### src/lcd_menu_pkg.sv
package lcd_menu_pkg;

	// Bus and command widths
	typedef logic [7:0] lcd_byte_t;
	typedef logic [8:0] lcd_cmd_t;       // {rs, byte}, rs 0 = instruction, 1 = character
	typedef logic [3:0] digit_t;
	typedef logic [2:0] digit_pos_t;     // Cursor among the eight digits
	typedef logic [5:0] script_idx_t;

	localparam int NUM_DIGITS = 8;

	// Instruction and character constants
	localparam lcd_byte_t CMD_CLEAR  = 8'h01;
	localparam lcd_byte_t LINE2_ADDR = 8'hC0;   // DDRAM address of line 2, column 0
	localparam lcd_byte_t ASCII_ZERO = 8'h30;

	// Script ROM ranges, contiguous
	localparam script_idx_t INIT_FIRST   = 6'd0;
	localparam script_idx_t INIT_LAST    = 6'd7;
	localparam script_idx_t SCREEN_FIRST = 6'd8;
	localparam script_idx_t SCREEN_LAST  = 6'd31;
	localparam script_idx_t RUN_FIRST    = 6'd32;
	localparam script_idx_t RUN_LAST     = 6'd45;

	// Decoded key events
	typedef enum logic [2:0]
	{
		key_none,
		key_up,
		key_down,
		key_left,
		key_right,
		key_enter
	} key_t;

	// Menu controller states
	typedef enum logic [2:0]
	{
		init_script,
		screen_script,
		edit,
		write_digit,
		run_script,
		hold
	} menu_state_t;

endpackage

### src/cmd_fifo.sv
`timescale 1ns/1ps

module cmd_fifo
#(
	parameter int FIFO_DEPTH = 8
)
(
	input  logic                   clk,
	input  logic                   reset,
	input  logic                   push,
	input  lcd_menu_pkg::lcd_cmd_t push_cmd,
	input  logic                   pop,
	output lcd_menu_pkg::lcd_cmd_t head_cmd,
	output logic                   full,
	output logic                   empty
);

	localparam int PTR_W = (FIFO_DEPTH > 1) ? $clog2(FIFO_DEPTH) : 1;
	localparam int CNT_W = $clog2(FIFO_DEPTH + 1);

	lcd_menu_pkg::lcd_cmd_t mem [FIFO_DEPTH];
	logic [PTR_W-1:0]       wr_ptr;
	logic [PTR_W-1:0]       rd_ptr;
	logic [CNT_W-1:0]       count;

	// Wrap for any depth, not only powers of two
	function automatic logic [PTR_W-1:0] next_ptr(input logic [PTR_W-1:0] ptr);
		if (ptr == PTR_W'(FIFO_DEPTH - 1))
			return '0;
		return ptr + 1'b1;
	endfunction

	assign head_cmd = mem[rd_ptr];     // First-word fall-through
	assign full     = (count == CNT_W'(FIFO_DEPTH));
	assign empty    = (count == '0);

	always_ff @(posedge clk)
	begin
		if (push)
			mem[wr_ptr] <= push_cmd;
	end

	always_ff @(posedge clk or negedge reset)
	begin
		if (!reset)
		begin
			wr_ptr <= '0;
			rd_ptr <= '0;
			count  <= '0;
		end
		else
		begin
			if (push)
				wr_ptr <= next_ptr(wr_ptr);
			if (pop)
				rd_ptr <= next_ptr(rd_ptr);
			case ({push, pop})
				2'b10:   count <= count + 1'b1;
				2'b01:   count <= count - 1'b1;
				default: count <= count;    // Both or neither
			endcase
		end
	end

endmodule

### src/key_decoder.sv
`timescale 1ns/1ps

module key_decoder
(
	input  logic              clk,
	input  logic              reset,
	input  logic              up,       // Active low
	input  logic              left,     // Active low
	input  logic              enter,    // Active low
	input  logic              shift,
	output logic              key_event,
	output lcd_menu_pkg::key_t key
);

	lcd_menu_pkg::key_t decoded;
	logic               pressed;
	logic               held;       // Set while any key is still down

	// Shift turns up into down and left into right
	always_comb
	begin
		if (!up)
			decoded = shift ? lcd_menu_pkg::key_down : lcd_menu_pkg::key_up;
		else if (!left)
			decoded = shift ? lcd_menu_pkg::key_right : lcd_menu_pkg::key_left;
		else if (!enter)
			decoded = lcd_menu_pkg::key_enter;
		else
			decoded = lcd_menu_pkg::key_none;
	end

	assign pressed = (decoded != lcd_menu_pkg::key_none);

	always_ff @(posedge clk or negedge reset)
	begin
		if (!reset)
		begin
			held      <= 1'b0;
			key_event <= 1'b0;
			key       <= lcd_menu_pkg::key_none;
		end
		else
		begin
			key_event <= pressed && !held;  // First clock of a press only
			held      <= pressed;           // Cleared after one idle clock
			key       <= decoded;
		end
	end

endmodule

### src/lcd_bus_driver.sv
`timescale 1ns/1ps

module lcd_bus_driver
#(
	parameter int TICK_DIV = 125000
)
(
	input  logic                    clk,
	input  logic                    reset,
	input  logic                    empty,
	input  lcd_menu_pkg::lcd_cmd_t  head_cmd,
	output logic                    pop,
	output logic                    enable,
	output logic                    rs,
	output lcd_menu_pkg::lcd_byte_t data,
	output logic                    lcd_on
);

	localparam int CNT_W = $clog2(TICK_DIV + 1);

	logic [CNT_W-1:0] tick_cnt;
	logic             tick;        // One clock every TICK_DIV clocks

	assign tick = (tick_cnt == CNT_W'(TICK_DIV - 1));

	// Take the head only at the start of an enable pulse
	assign pop = tick && !enable && !empty;

	always_ff @(posedge clk or negedge reset)
	begin
		if (!reset)
			tick_cnt <= '0;
		else if (tick)
			tick_cnt <= '0;
		else
			tick_cnt <= tick_cnt + 1'b1;
	end

	always_ff @(posedge clk or negedge reset)
	begin
		if (!reset)
		begin
			enable <= 1'b0;
			rs     <= 1'b0;
			data   <= '0;
			lcd_on <= 1'b0;
		end
		else if (tick)
		begin
			lcd_on <= 1'b1;            // Powers the panel at the first tick
			if (enable)
				enable <= 1'b0;        // Falling edge latches the command
			else if (!empty)
			begin
				enable <= 1'b1;
				rs     <= head_cmd[8];
				data   <= head_cmd[7:0];
			end
		end
	end

endmodule

### src/lcd_menu_ctrl.sv
`timescale 1ns/1ps

module lcd_menu_ctrl
(
	input  logic                   clk,
	input  logic                   reset,
	input  logic                   key_event,
	input  lcd_menu_pkg::key_t     key,
	input  logic                   full,
	input  logic                   empty,
	output logic                   push,
	output lcd_menu_pkg::lcd_cmd_t push_cmd
);

	lcd_menu_pkg::menu_state_t state;
	lcd_menu_pkg::script_idx_t idx;
	lcd_menu_pkg::lcd_cmd_t    rom_cmd;
	lcd_menu_pkg::digit_t      digits [lcd_menu_pkg::NUM_DIGITS];
	lcd_menu_pkg::digit_pos_t  cursor;
	logic [1:0]                step;        // 0 address, 1 character, 2 address
	lcd_menu_pkg::lcd_byte_t   cursor_addr;
	lcd_menu_pkg::lcd_byte_t   digit_char;

	// Leading digit only toggles, the rest wrap 0..9
	function automatic lcd_menu_pkg::digit_t step_digit
	(
		input lcd_menu_pkg::digit_pos_t pos,
		input lcd_menu_pkg::digit_t     d,
		input logic                     inc
	);
		if (pos == 3'd0)
			return (d == 4'd0) ? 4'd1 : 4'd0;
		if (inc)
			return (d == 4'd9) ? 4'd0 : d + 4'd1;
		return (d == 4'd0) ? 4'd9 : d - 4'd1;
	endfunction

	lcd_script_rom u_rom
	(
		.addr (idx),
		.cmd  (rom_cmd)
	);

	assign cursor_addr = lcd_menu_pkg::LINE2_ADDR | {5'd0, cursor};
	assign digit_char  = lcd_menu_pkg::ASCII_ZERO | {4'd0, digits[cursor]};

	always_comb
	begin
		push     = 1'b0;
		push_cmd = rom_cmd;
		case (state)
			lcd_menu_pkg::init_script,
			lcd_menu_pkg::screen_script,
			lcd_menu_pkg::run_script:
				push = !full;
			lcd_menu_pkg::write_digit:
			begin
				push     = !full;
				push_cmd = (step == 2'd1) ? {1'b1, digit_char} : {1'b0, cursor_addr};
			end
			default:
				push = 1'b0;
		endcase
	end

	always_ff @(posedge clk or negedge reset)
	begin
		if (!reset)
		begin
			state  <= lcd_menu_pkg::init_script;
			idx    <= lcd_menu_pkg::INIT_FIRST;
			cursor <= '0;
			step   <= '0;
			for (int i = 0; i < lcd_menu_pkg::NUM_DIGITS - 1; i++)
				digits[i] <= 4'd0;
			digits[lcd_menu_pkg::NUM_DIGITS - 1] <= 4'd1;   // Screen starts at 1 Hz
		end
		else
		begin
			case (state)
				lcd_menu_pkg::init_script:
					if (!full)
					begin
						if (idx == lcd_menu_pkg::INIT_LAST)
						begin
							idx   <= lcd_menu_pkg::SCREEN_FIRST;
							state <= lcd_menu_pkg::screen_script;
						end
						else
							idx <= idx + 1'b1;
					end
				lcd_menu_pkg::screen_script:
					if (!full)
					begin
						if (idx == lcd_menu_pkg::SCREEN_LAST)
							state <= lcd_menu_pkg::edit;
						else
							idx <= idx + 1'b1;
					end
				lcd_menu_pkg::edit:
					if (key_event && empty)    // Keys ignored while the display catches up
					begin
						case (key)
							lcd_menu_pkg::key_up,
							lcd_menu_pkg::key_down:
							begin
								digits[cursor] <= step_digit(cursor, digits[cursor],
									key == lcd_menu_pkg::key_up);
								step  <= 2'd0;
								state <= lcd_menu_pkg::write_digit;
							end
							lcd_menu_pkg::key_left:
							begin
								cursor <= cursor - 1'b1;    // Wraps 0 to 7
								step   <= 2'd2;             // Address only
								state  <= lcd_menu_pkg::write_digit;
							end
							lcd_menu_pkg::key_right:
							begin
								cursor <= cursor + 1'b1;
								step   <= 2'd2;
								state  <= lcd_menu_pkg::write_digit;
							end
							lcd_menu_pkg::key_enter:
							begin
								idx   <= lcd_menu_pkg::RUN_FIRST;
								state <= lcd_menu_pkg::run_script;
							end
							default:
								state <= lcd_menu_pkg::edit;
						endcase
					end
				lcd_menu_pkg::write_digit:
					if (!full)
					begin
						if (step == 2'd2)
							state <= lcd_menu_pkg::edit;
						else
							step <= step + 1'b1;
					end
				lcd_menu_pkg::run_script:
					if (!full)
					begin
						if (idx == lcd_menu_pkg::RUN_LAST)
							state <= lcd_menu_pkg::hold;
						else
							idx <= idx + 1'b1;
					end
				default:
					state <= lcd_menu_pkg::hold;   // Stays until reset
			endcase
		end
	end

endmodule

### src/lcd_menu_top.sv
`timescale 1ns/1ps

module lcd_menu_top
#(
	parameter int TICK_DIV   = 125000,   // 100 Hz LCD tick from the board clock
	parameter int FIFO_DEPTH = 8
)
(
	input  logic                    clk,
	input  logic                    reset,
	input  logic                    up,
	input  logic                    left,
	input  logic                    shift,
	input  logic                    enter,
	output logic                    enable,
	output logic                    rs,
	output lcd_menu_pkg::lcd_byte_t data,
	output logic                    lcd_on
);

	logic                   key_event;
	lcd_menu_pkg::key_t     key;
	logic                   push;
	lcd_menu_pkg::lcd_cmd_t push_cmd;
	logic                   pop;
	lcd_menu_pkg::lcd_cmd_t head_cmd;
	logic                   full;
	logic                   empty;

	key_decoder u_keys
	(
		.clk       (clk),
		.reset     (reset),
		.up        (up),
		.left      (left),
		.enter     (enter),
		.shift     (shift),
		.key_event (key_event),
		.key       (key)
	);

	lcd_menu_ctrl u_ctrl
	(
		.clk       (clk),
		.reset     (reset),
		.key_event (key_event),
		.key       (key),
		.full      (full),
		.empty     (empty),
		.push      (push),
		.push_cmd  (push_cmd)
	);

	cmd_fifo #(.FIFO_DEPTH(FIFO_DEPTH)) u_fifo
	(
		.clk      (clk),
		.reset    (reset),
		.push     (push),
		.push_cmd (push_cmd),
		.pop      (pop),
		.head_cmd (head_cmd),
		.full     (full),
		.empty    (empty)
	);

	lcd_bus_driver #(.TICK_DIV(TICK_DIV)) u_bus
	(
		.clk      (clk),
		.reset    (reset),
		.empty    (empty),
		.head_cmd (head_cmd),
		.pop      (pop),
		.enable   (enable),
		.rs       (rs),
		.data     (data),
		.lcd_on   (lcd_on)
	);

endmodule

### src/lcd_script_rom.sv
`timescale 1ns/1ps

module lcd_script_rom
(
	input  lcd_menu_pkg::script_idx_t addr,
	output lcd_menu_pkg::lcd_cmd_t    cmd
);

	always_comb
	begin
		case (addr)
			// Power-up sequence
			6'd0, 6'd1, 6'd2, 6'd3:
				cmd = {1'b0, 8'h38};                    // Function set, 8 bit, 2 lines
			6'd4: cmd = {1'b0, 8'h08};                  // Display off
			6'd5: cmd = {1'b0, lcd_menu_pkg::CMD_CLEAR};
			6'd6: cmd = {1'b0, 8'h0C};                  // Display on, no cursor
			6'd7: cmd = {1'b0, 8'h06};                  // Entry mode, increment
			// "Frequencia:"
			6'd8:  cmd = {1'b1, 8'h46};                 // F
			6'd9:  cmd = {1'b1, 8'h72};                 // r
			6'd10: cmd = {1'b1, 8'h65};                 // e
			6'd11: cmd = {1'b1, 8'h71};                 // q
			6'd12: cmd = {1'b1, 8'h75};                 // u
			6'd13: cmd = {1'b1, 8'h65};                 // e
			6'd14: cmd = {1'b1, 8'h6E};                 // n
			6'd15: cmd = {1'b1, 8'h63};                 // c
			6'd16: cmd = {1'b1, 8'h69};                 // i
			6'd17: cmd = {1'b1, 8'h61};                 // a
			6'd18: cmd = {1'b1, 8'h3A};                 // :
			6'd19: cmd = {1'b0, lcd_menu_pkg::LINE2_ADDR};
			// "00000001 Hz"
			6'd20, 6'd21, 6'd22, 6'd23, 6'd24, 6'd25, 6'd26:
				cmd = {1'b1, lcd_menu_pkg::ASCII_ZERO};
			6'd27: cmd = {1'b1, 8'h31};                 // 1
			6'd28: cmd = {1'b1, 8'h20};                 // Space
			6'd29: cmd = {1'b1, 8'h48};                 // H
			6'd30: cmd = {1'b1, 8'h7A};                 // z
			6'd31: cmd = {1'b0, lcd_menu_pkg::LINE2_ADDR};  // Cursor back to first digit
			// Run screen, "Executando..."
			6'd32: cmd = {1'b0, lcd_menu_pkg::CMD_CLEAR};
			6'd33: cmd = {1'b1, 8'h45};                 // E
			6'd34: cmd = {1'b1, 8'h78};                 // x
			6'd35: cmd = {1'b1, 8'h65};                 // e
			6'd36: cmd = {1'b1, 8'h63};                 // c
			6'd37: cmd = {1'b1, 8'h75};                 // u
			6'd38: cmd = {1'b1, 8'h74};                 // t
			6'd39: cmd = {1'b1, 8'h61};                 // a
			6'd40: cmd = {1'b1, 8'h6E};                 // n
			6'd41: cmd = {1'b1, 8'h64};                 // d
			6'd42: cmd = {1'b1, 8'h6F};                 // o
			6'd43, 6'd44, 6'd45:
				cmd = {1'b1, 8'h2E};                    // .
			default:
				cmd = {1'b0, lcd_menu_pkg::CMD_CLEAR};
		endcase
	end

endmodule

### config.mk
export PLATFORM = sky130hd
export DESIGN_NAME = lcd_menu_top
export DESIGN_NICKNAME = d
export VERILOG_FILES = /design/src/lcd_menu_pkg.sv /design/src/cmd_fifo.sv /design/src/key_decoder.sv /design/src/lcd_bus_driver.sv /design/src/lcd_menu_ctrl.sv /design/src/lcd_menu_top.sv /design/src/lcd_script_rom.sv
export SDC_FILE = /design/constraint.sdc
export NUM_CORES = 1
export LEC_CHECK = 0
export BUFFER_PORTS_ARGS = -buffer_cell sky130_fd_sc_hd__buf_2
export CORE_MARGIN = 5
export CORE_UTILIZATION = 57
export DETAILED_ROUTE_END_ITERATION = 8
export PLACE_DENSITY_LB_ADDON = 0.15
export SKIP_LAST_GASP = 1
export SLEW_MARGIN = 20
export SYNTH_ARGS = -nofsm -noshare
export SYNTH_HDL_FRONTEND = slang
export SYNTH_HIERARCHICAL = 1
export SYNTH_SLANG_ARGS = --single-unit
### constraint.sdc
create_clock -name clk -period 2.53 [get_ports clk]
set_input_delay 0.506 -clock clk [delete_from_list [all_inputs] [get_ports clk]]
set_output_delay 0.506 -clock clk [all_outputs]
set_load 0.1 [all_outputs]
# == Yosys cells after proc, flatten, opt, wreduce, memory -nomap -nowiden ==
# Memories as Yosys holds them, arrays and structs flattened. A register that Yosys moved wholly into a read port is not among the register bits.
# Cells that the tools add are included.
# totals
elab_cells,176
n_memories,2
inputBits,6
regBits,80
out_inout_bits,11
ramBits,72
romBits,576
# memory_table
memory,words,word_bits,read_ports,rd_ports_with_merged_regs,wr,line_no,text
(no name shown),64,9,1,0,0,lcd_script_rom.sv:11,case (addr)
u_fifo.mem,8,9,1,1,1,cmd_fifo.sv:21,lcd_menu_pkg::lcd_cmd_t mem [FIFO_DEPTH];
# classes
bitwise_logic,3
muxes,73
add_sub_neg,11
n_eq_ne,35
n_reduce_logical,29
order_cmp,2
# ops
cell,count
two-way mux 3 bit,17
two-way mux 4 bit,12
two-way mux 6 bit,8
bitwise mux 32 bit,1
one-hot mux 6 bit (4 select lines),1
two-way mux 1 bit,19
two-way mux 9 bit,2
"adder 17 x 1 -> 17 bit, second input constant",1
"== test 17 bit, second input constant",1
two-way mux 17 bit,1
"inequality test 2 bit, second input constant",8
"== test 3 bit, second input constant",5
one-hot mux 3 bit (5 select lines),1
binary-select mux 4 bit (select 3 bit),1
demux 4 bit (select 3 bit),1
"== test 3 x 2 -> 1 bit, second input constant",4
one-hot mux 3 bit (2 select lines),2
"inequality test 2 x 1 -> 1 bit, second input constant",5
"adder 3 x 1 -> 3 bit, second input constant",3
AND reduction 3 bit,3
AND reduction 9 bit,1
"adder 4 x 1 -> 4 bit, second input constant",2
"== test 4 bit, second input constant",2
zero test 4 bit,2
28 further kinds,50

# == Longest topological paths before layout ==
# depth
word_depth,15
mapped_depth,12

# == Hierarchy ==
# Netlist, hierarchy kept.
# modules_own_cells
module,instances,cells_each,seq_area_each_um2,area_each_um2
cmd_fifo,1,163,2412.3,3368.2
lcd_menu_ctrl,1,344,1152.4,3146.8
lcd_bus_driver,1,105,700.7,1232.4
lcd_script_rom,1,90,0.0,640.6
key_decoder,1,13,125.1,176.4

# == Least setup slack after synthesis ==
# No wires, ideal clock.
# synth_timing
kind,register -> register
start,reg u_bus.enable
end,reg u_fifo.count[2]
setup_slack_ns,-0.300
path_stages_with_launch,10
n_path_buf,0
arrival_ns,2.704
t_required_ns,2.404
path_cell_list,dfrtp_1 or3_1 nor3_1 ha_1 xor2_1 ha_1 a21oi_1 xor2_1 nor2_1 xor2_1
# synth_via
elab_chain_cells,5
# synth_lines
item,line_no,text
"start, declared",lcd_bus_driver.sv:13,"output logic enable,"
"start signal, assigned",lcd_bus_driver.sv:43,enable <= 1'b0;
"start signal, assigned",lcd_bus_driver.sv:52,enable <= 1'b0;
"start signal, assigned",lcd_bus_driver.sv:55,enable <= 1'b1;
zero test 1 bit *,lcd_bus_driver.sv:27,assign pop = tick && !enable && !empty;
logical AND 1 bit * (2 in a row),lcd_bus_driver.sv:27,
via pop,lcd_menu_top.sv:25,logic pop;
== test 2 x 1 -> 1 bit or == test 2 bit (tied branches),cmd_fifo.sv:57,"case ({push, pop})"
one-hot mux 4 bit (2 select lines) or nonzero test 2 bit (tied branches),--,
"end signal, assigned",cmd_fifo.sv:58,2'b10: count <= count + 1'b1;
"end signal, assigned",cmd_fifo.sv:59,2'b01: count <= count - 1'b1;
"end signal, assigned",cmd_fifo.sv:60,default: count <= count;
"end, declared",cmd_fifo.sv:24,logic [CNT_W-1:0] count;
# Mark *: on every way through the listed nets, which the timed path passes. The rest lies on a longest branch.
# A chain may end at the register's enable or synchronous reset.

# == Final worst setup path ==
# layout_timing
start,reg u_fifo.count[2]
end,reg u_ctrl/digits[4] (netlist name)
# layout_via
elab_chain_cells,3
# layout_lines
item,line_no,text
zero test 4 bit,cmd_fifo.sv:35,assign empty = (count == '0);
via empty,lcd_menu_top.sv:28,logic empty;
logical AND 1 bit,lcd_menu_ctrl.sv:101,if (key_event && empty)
AND reduction 3 bit (no line),--,
"end signal, assigned by index",lcd_menu_ctrl.sv:107,"digits[cursor] <= step_digit(cursor, digits[cursor],"
"end, declared",lcd_menu_ctrl.sv:18,lcd_menu_pkg::digit_t digits [lcd_menu_pkg::NUM_DIGITS];
# The timed path passes the listed nets, and every way through them passes these cells.

==> results by group <==
Run status
  • Outcome: finished, final reports clean

Worst setup path
  • Reg-to-Reg Start: u_fifo/count[2]
  • Setup Crit Path Kind: register to register
  • Crit path required time: 2.84 ns
  • R2R depth: 7
  • CP Launch Type: register
  • Capture point of the worst reg-to-reg path: u_ctrl/digits[4]
  • Critical Path End Type: register
  • Critical path data arrival time: 2.75 ns
  • CP max FO: 22
  • Flop-to-flop setup slack: 0.08 ns

GRT
  • Met1 demand-to-capacity share in global routing: 29.41%
  • Maximum number of pins on one net before global-route repair: 42
  • GRT Residual Overflow: 0
  • Via count of the first global-routing pass: 5,918
  • Grt met2 use: 34.69%
  • Global-route wire length before repair: 30.27 mm
  • GRT met3 Usage: 4.973%
  • Layer with the highest usage: met2
  • Initial antenna violation count: 0
  • All-layer global routing usage: 21.34%

Pwr
  • Sequential fraction of design power: 50.9%
  • Clock group share of total power: 47.4%
  • Highest ir drop seen on vdd: 640.4 uV
  • Power share of the combinational group: 1.7%
  • Net load switching power: 1.100 mW
  • Static leakage: 3.799 nW
  • Fraction of power spent switching nets: 20.53%
  • Power per cell area: 547.8 mW/mm^2
  • Internal power summed over all cells: 4.259 mW

Routing
  • Count of nets left with antenna violations after detail routing: 0
  • Iteration-0 DRC count of the detailed router: 509
  • Via count: 6,001
  • Routed vias/inst: 6.161
  • Per-cell routed wire length: 18.53 um
  • DRC Markers: 0
  • Iteration count of the initial detailed-routing pass: 6
  • Total routed wirelength: 18.05 mm

STA
  • Time the worst path needs with I/O delays and setup: 2.445 ns
  • Final Max Slew Viols: 0
  • Endpoints failing setup: 0
  • Measured slew at the worst slew-check pin: 0.9200 ns
  • Period Utilization, post-route: 96.65%
  • Unrepaired setup endpoints after global routing: yes
  • Fmax: 409.0 MHz
  • Worst slew margin relative to its limit: 38.02%
  • Worst clock skew: 0.009585 ns
  • Fin. Hold Viols: 0

CTS
  • Clock buffer count from CTS: 17
  • Root cell of the clock tree: sky130_fd_sc_hd__clkbuf_16
  • Post-CTS clock slew at the launch and capture registers of the worst setup and hold paths: 0.06 ns
  • Clock buffer depth: 2
  • Sink count of the clock tree: 161
  • CTS tree: done
  • Insertion delay of the later-clocked pin in the worst-skew pair: 0.42 ns
  • Depth of the CTS H-tree: 4

Synth
  • Most common flop cell mapped by yosys: sky130_fd_sc_hd__dfrtp_1
  • Post-synth net total: 745
  • Fraction of the yosys area taken by sequential cells: 51.26%
  • Summed instance area of the synthesized netlist: 0.008564 mm^2
  • Library cells used by synthesis: 78
  • Warnings, synthesis: 6
  • Average instance area after synthesis: 11.98 um^2
  • Number of enable-type register cells in the synthesized netlist: 72
  • Share of synthesized registers carrying an async set or reset: 55.28%
  • Synthesized instance count: 715
  • Synthesized flop and latch total: 161

Layout
  • Filler Cell Count: 1,085
  • # nets final: 807
  • Post-layout util: 66.80%
  • Most used cells in the layout excluding fill and tap cells: 83 x sky130_fd_sc_hd__dfrtp_1, 72 x sky130_fd_sc_hd__edfxtp_1, 60 x sky130_fd_sc_hd__buf_4
  • Total area of sequential cells: 0.004397 mm^2
  • N_diodes: 0
  • Final non-filler cell total: 974
  • Most frequent standard cell in the layout excluding fill and tap cells: sky130_fd_sc_hd__dfrtp_1
  • Multi-input gate area in the final layout: 0.003940 mm^2
  • Layout Area Growth over Synthesis: 14.21%
  • Ratio of cells with drive above 1 in the final layout: 22.91%

Die
  • Core outline area: 0.01464 mm^2
  • Placement Rows: 44
  • Initial Utilization: 58.48%
  • IO Count: 17
  • Total Die Area: 0.01758 mm^2
  • Die Width: 132.6 um
  • Chip Height: 132.6 um

Min path
  • Worst Hold Path EP: u_keys/key[2]
  • Path class of the lowest-slack min-delay path: input port to register
  • Cell depth of the worst hold path: 2
  • Worst hold start: enter

Place
  • Weighted congestion at the end of routability-driven global placement: 0.9095
  • Detailed-placement wirelength estimate: 12.82 mm
  • Total of buffers placed on input and output ports: 16
  • Placed cell count: 939

Run
  • Max_cap viols: 0
## power by group through the flow
stage	logic (mW)	clock network, mW	registers [mW]
after detailed placement	0.0914	0	2.78
after floorplan	0.0428	0	2.77
after global routing	0.103	2.73	2.73
after global placement	0.0874	0	2.78
after CTS	0.0934	2.59	2.73
final	0.0923	2.54	2.73
## cell type report
class	instances	area share [%]
Clock inverter	9	0.9465
Clock buffer	23	5.116
Tap cell	184	2.354
Multi-Input combinational cell	503	40.28
Inverter	17	0.6779
Sequential cell	161	44.95
Timing Repair Buffer	77	5.679
## synth_stat cells, types with 3 or more instances
cell	n	area [um^2]
sky130_fd_sc_hd__dfrtp_1	88	2202
sky130_fd_sc_hd__nor3_1	17	85.08
sky130_fd_sc_hd__clkbuf_1	13	48.80
sky130_fd_sc_hd__nand3_1	37	185.2
sky130_fd_sc_hd__buf_4	3	22.52
sky130_fd_sc_hd__nor2_1	57	214.0
sky130_fd_sc_hd__nor4_1	19	118.9
sky130_fd_sc_hd__mux4_2	9	202.7
sky130_fd_sc_hd__mux2i_1	5	50.05
sky130_fd_sc_hd__nand2b_1	11	68.82
sky130_fd_sc_hd__a221oi_1	4	35.03
sky130_fd_sc_hd__a211o_1	4	35.03
sky130_fd_sc_hd__o31ai_1	12	90.09
sky130_fd_sc_hd__o22ai_1	4	25.02
sky130_fd_sc_hd__nand2_1	56	210.2
sky130_fd_sc_hd__mux2_2	34	382.9
sky130_fd_sc_hd__nand3b_1	3	22.52
sky130_fd_sc_hd__nand4_1	12	75.07
sky130_fd_sc_hd__ha_1	23	287.8
sky130_fd_sc_hd__o32ai_1	4	35.03
sky130_fd_sc_hd__mux4_1	17	446.7
sky130_fd_sc_hd__nor2b_1	14	87.58
sky130_fd_sc_hd__and2_1	4	25.02
sky130_fd_sc_hd__buf_2	9	45.04
sky130_fd_sc_hd__a21oi_1	26	130.1
sky130_fd_sc_hd__xor2_1	10	87.58
sky130_fd_sc_hd__o2111ai_1	6	52.55
sky130_fd_sc_hd__a31oi_1	4	25.02
sky130_fd_sc_hd__xnor2_1	13	113.9
sky130_fd_sc_hd__buf_6	9	101.4
sky130_fd_sc_hd__o21ai_0	25	125.1
sky130_fd_sc_hd__inv_1	15	56.30
sky130_fd_sc_hd__or3_1	4	25.02
sky130_fd_sc_hd__edfxtp_1	72	2162
sky130_fd_sc_hd__a22oi_1	4	30.03
sky130_fd_sc_hd__and3_1	14	87.58
sky130_fd_sc_hd__a211oi_1	4	30.03
## metal layers
layer / vias up / share of wire, %
met5: - / 0
li1: 2832 / -
met2: 176 / 49
met1: 2970 / 45
met3: 23 / 5.2
met4: 0 / 0.78
## critical path, stage by stage, from the launching register on
cell and delay [ns]:
sky130_fd_sc_hd__dfrtp_2 0.46, sky130_fd_sc_hd__nor4_4 0.40, sky130_fd_sc_hd__buf_4 0.19, sky130_fd_sc_hd__nand2_1 0.07
sky130_fd_sc_hd__nor4b_2 0.24, sky130_fd_sc_hd__buf_4 0.27, sky130_fd_sc_hd__and3_1 0.34, sky130_fd_sc_hd__mux2_2 0.37
## worst max-delay path by stage
stage | start | end | slack, ns | cells after the start
finish | u_fifo/count[2] | u_ctrl/digits[4] | 0.08 | 7
global route | u_fifo/count[2] | u_fifo/count[2] | -0.05 | 11
CTS | u_fifo/count[2] | u_fifo/count[2] | -0.000006 | 11
detailed placement | u_fifo/count[2] | u_ctrl/digits[4] | -0.02 | 7
global placement | u_fifo/count[2] | u_ctrl/digits[4] | 0.005 | 7
floorplan | u_fifo/count[2] | u_fifo/count[2] | 0.02 | 10
## state kept, by name, indices dropped and copies added (netlist names)
register,flops
u_fifo/mem,72
u_ctrl/digits,32
u_bus/tick_cnt,17
u_bus/data,8
u_ctrl/idx,6
u_fifo/count,4
u_ctrl/cursor,3
u_ctrl/state,3
u_fifo/rd_ptr,3
u_fifo/wr_ptr,3
u_keys/key,3
u_ctrl/step,2
u_bus/enable,1
u_bus/lcd_on,1
u_bus/rs,1
u_keys/held,1
u_keys/key_event,1
## repair_timing
action	CTS	global route
pin swaps	0	2
buffers inserted	0	2
endpoints found under the setup margin	4	14
resized for setup	1	10
endpoints found under the hold margin	19	0
cloned	0	0
hold buffers	1	0
## cell families (layout without fill, tap and decap cells)
| kind of cell | count (synthesis) | after routing | synth area share [%] |
|---|---|---|---|
| xor gates and xnor gates | 25 | 25 | 2.732 |
| muxes | 69 | 69 | 13.41 |
| buffers and inverters | 51 | 126 | 3.316 |
| DFF | 161 | 161 | 51.26 |
| AOI/OAI and AO/OA | 117 | 117 | 9.145 |
| and+or+nand+nor | 267 | 267 | 16.41 |
| adders and majority gates | 25 | 25 | 3.725 |
## metrics by stage
step	hold WS [ns]	setup WS (ns)	cell area [um^2]	power, mW	TNS [ns]
floorplan	0.2104	0.01547	8577	2.817	0
global route	0.2707	-0.04798	9782	5.561	-0.05225
finish	0.2891	0.08478	9782	5.359	0
detailed placement	0.3931	-0.01890	9120	2.871	-0.02175
global placement	0.3832	0.004747	9120	2.866	0
CTS	0.2659	-0.000005551	9732	5.409	-0.000005551
Note: power is estimated with default switching activity, not from simulation.
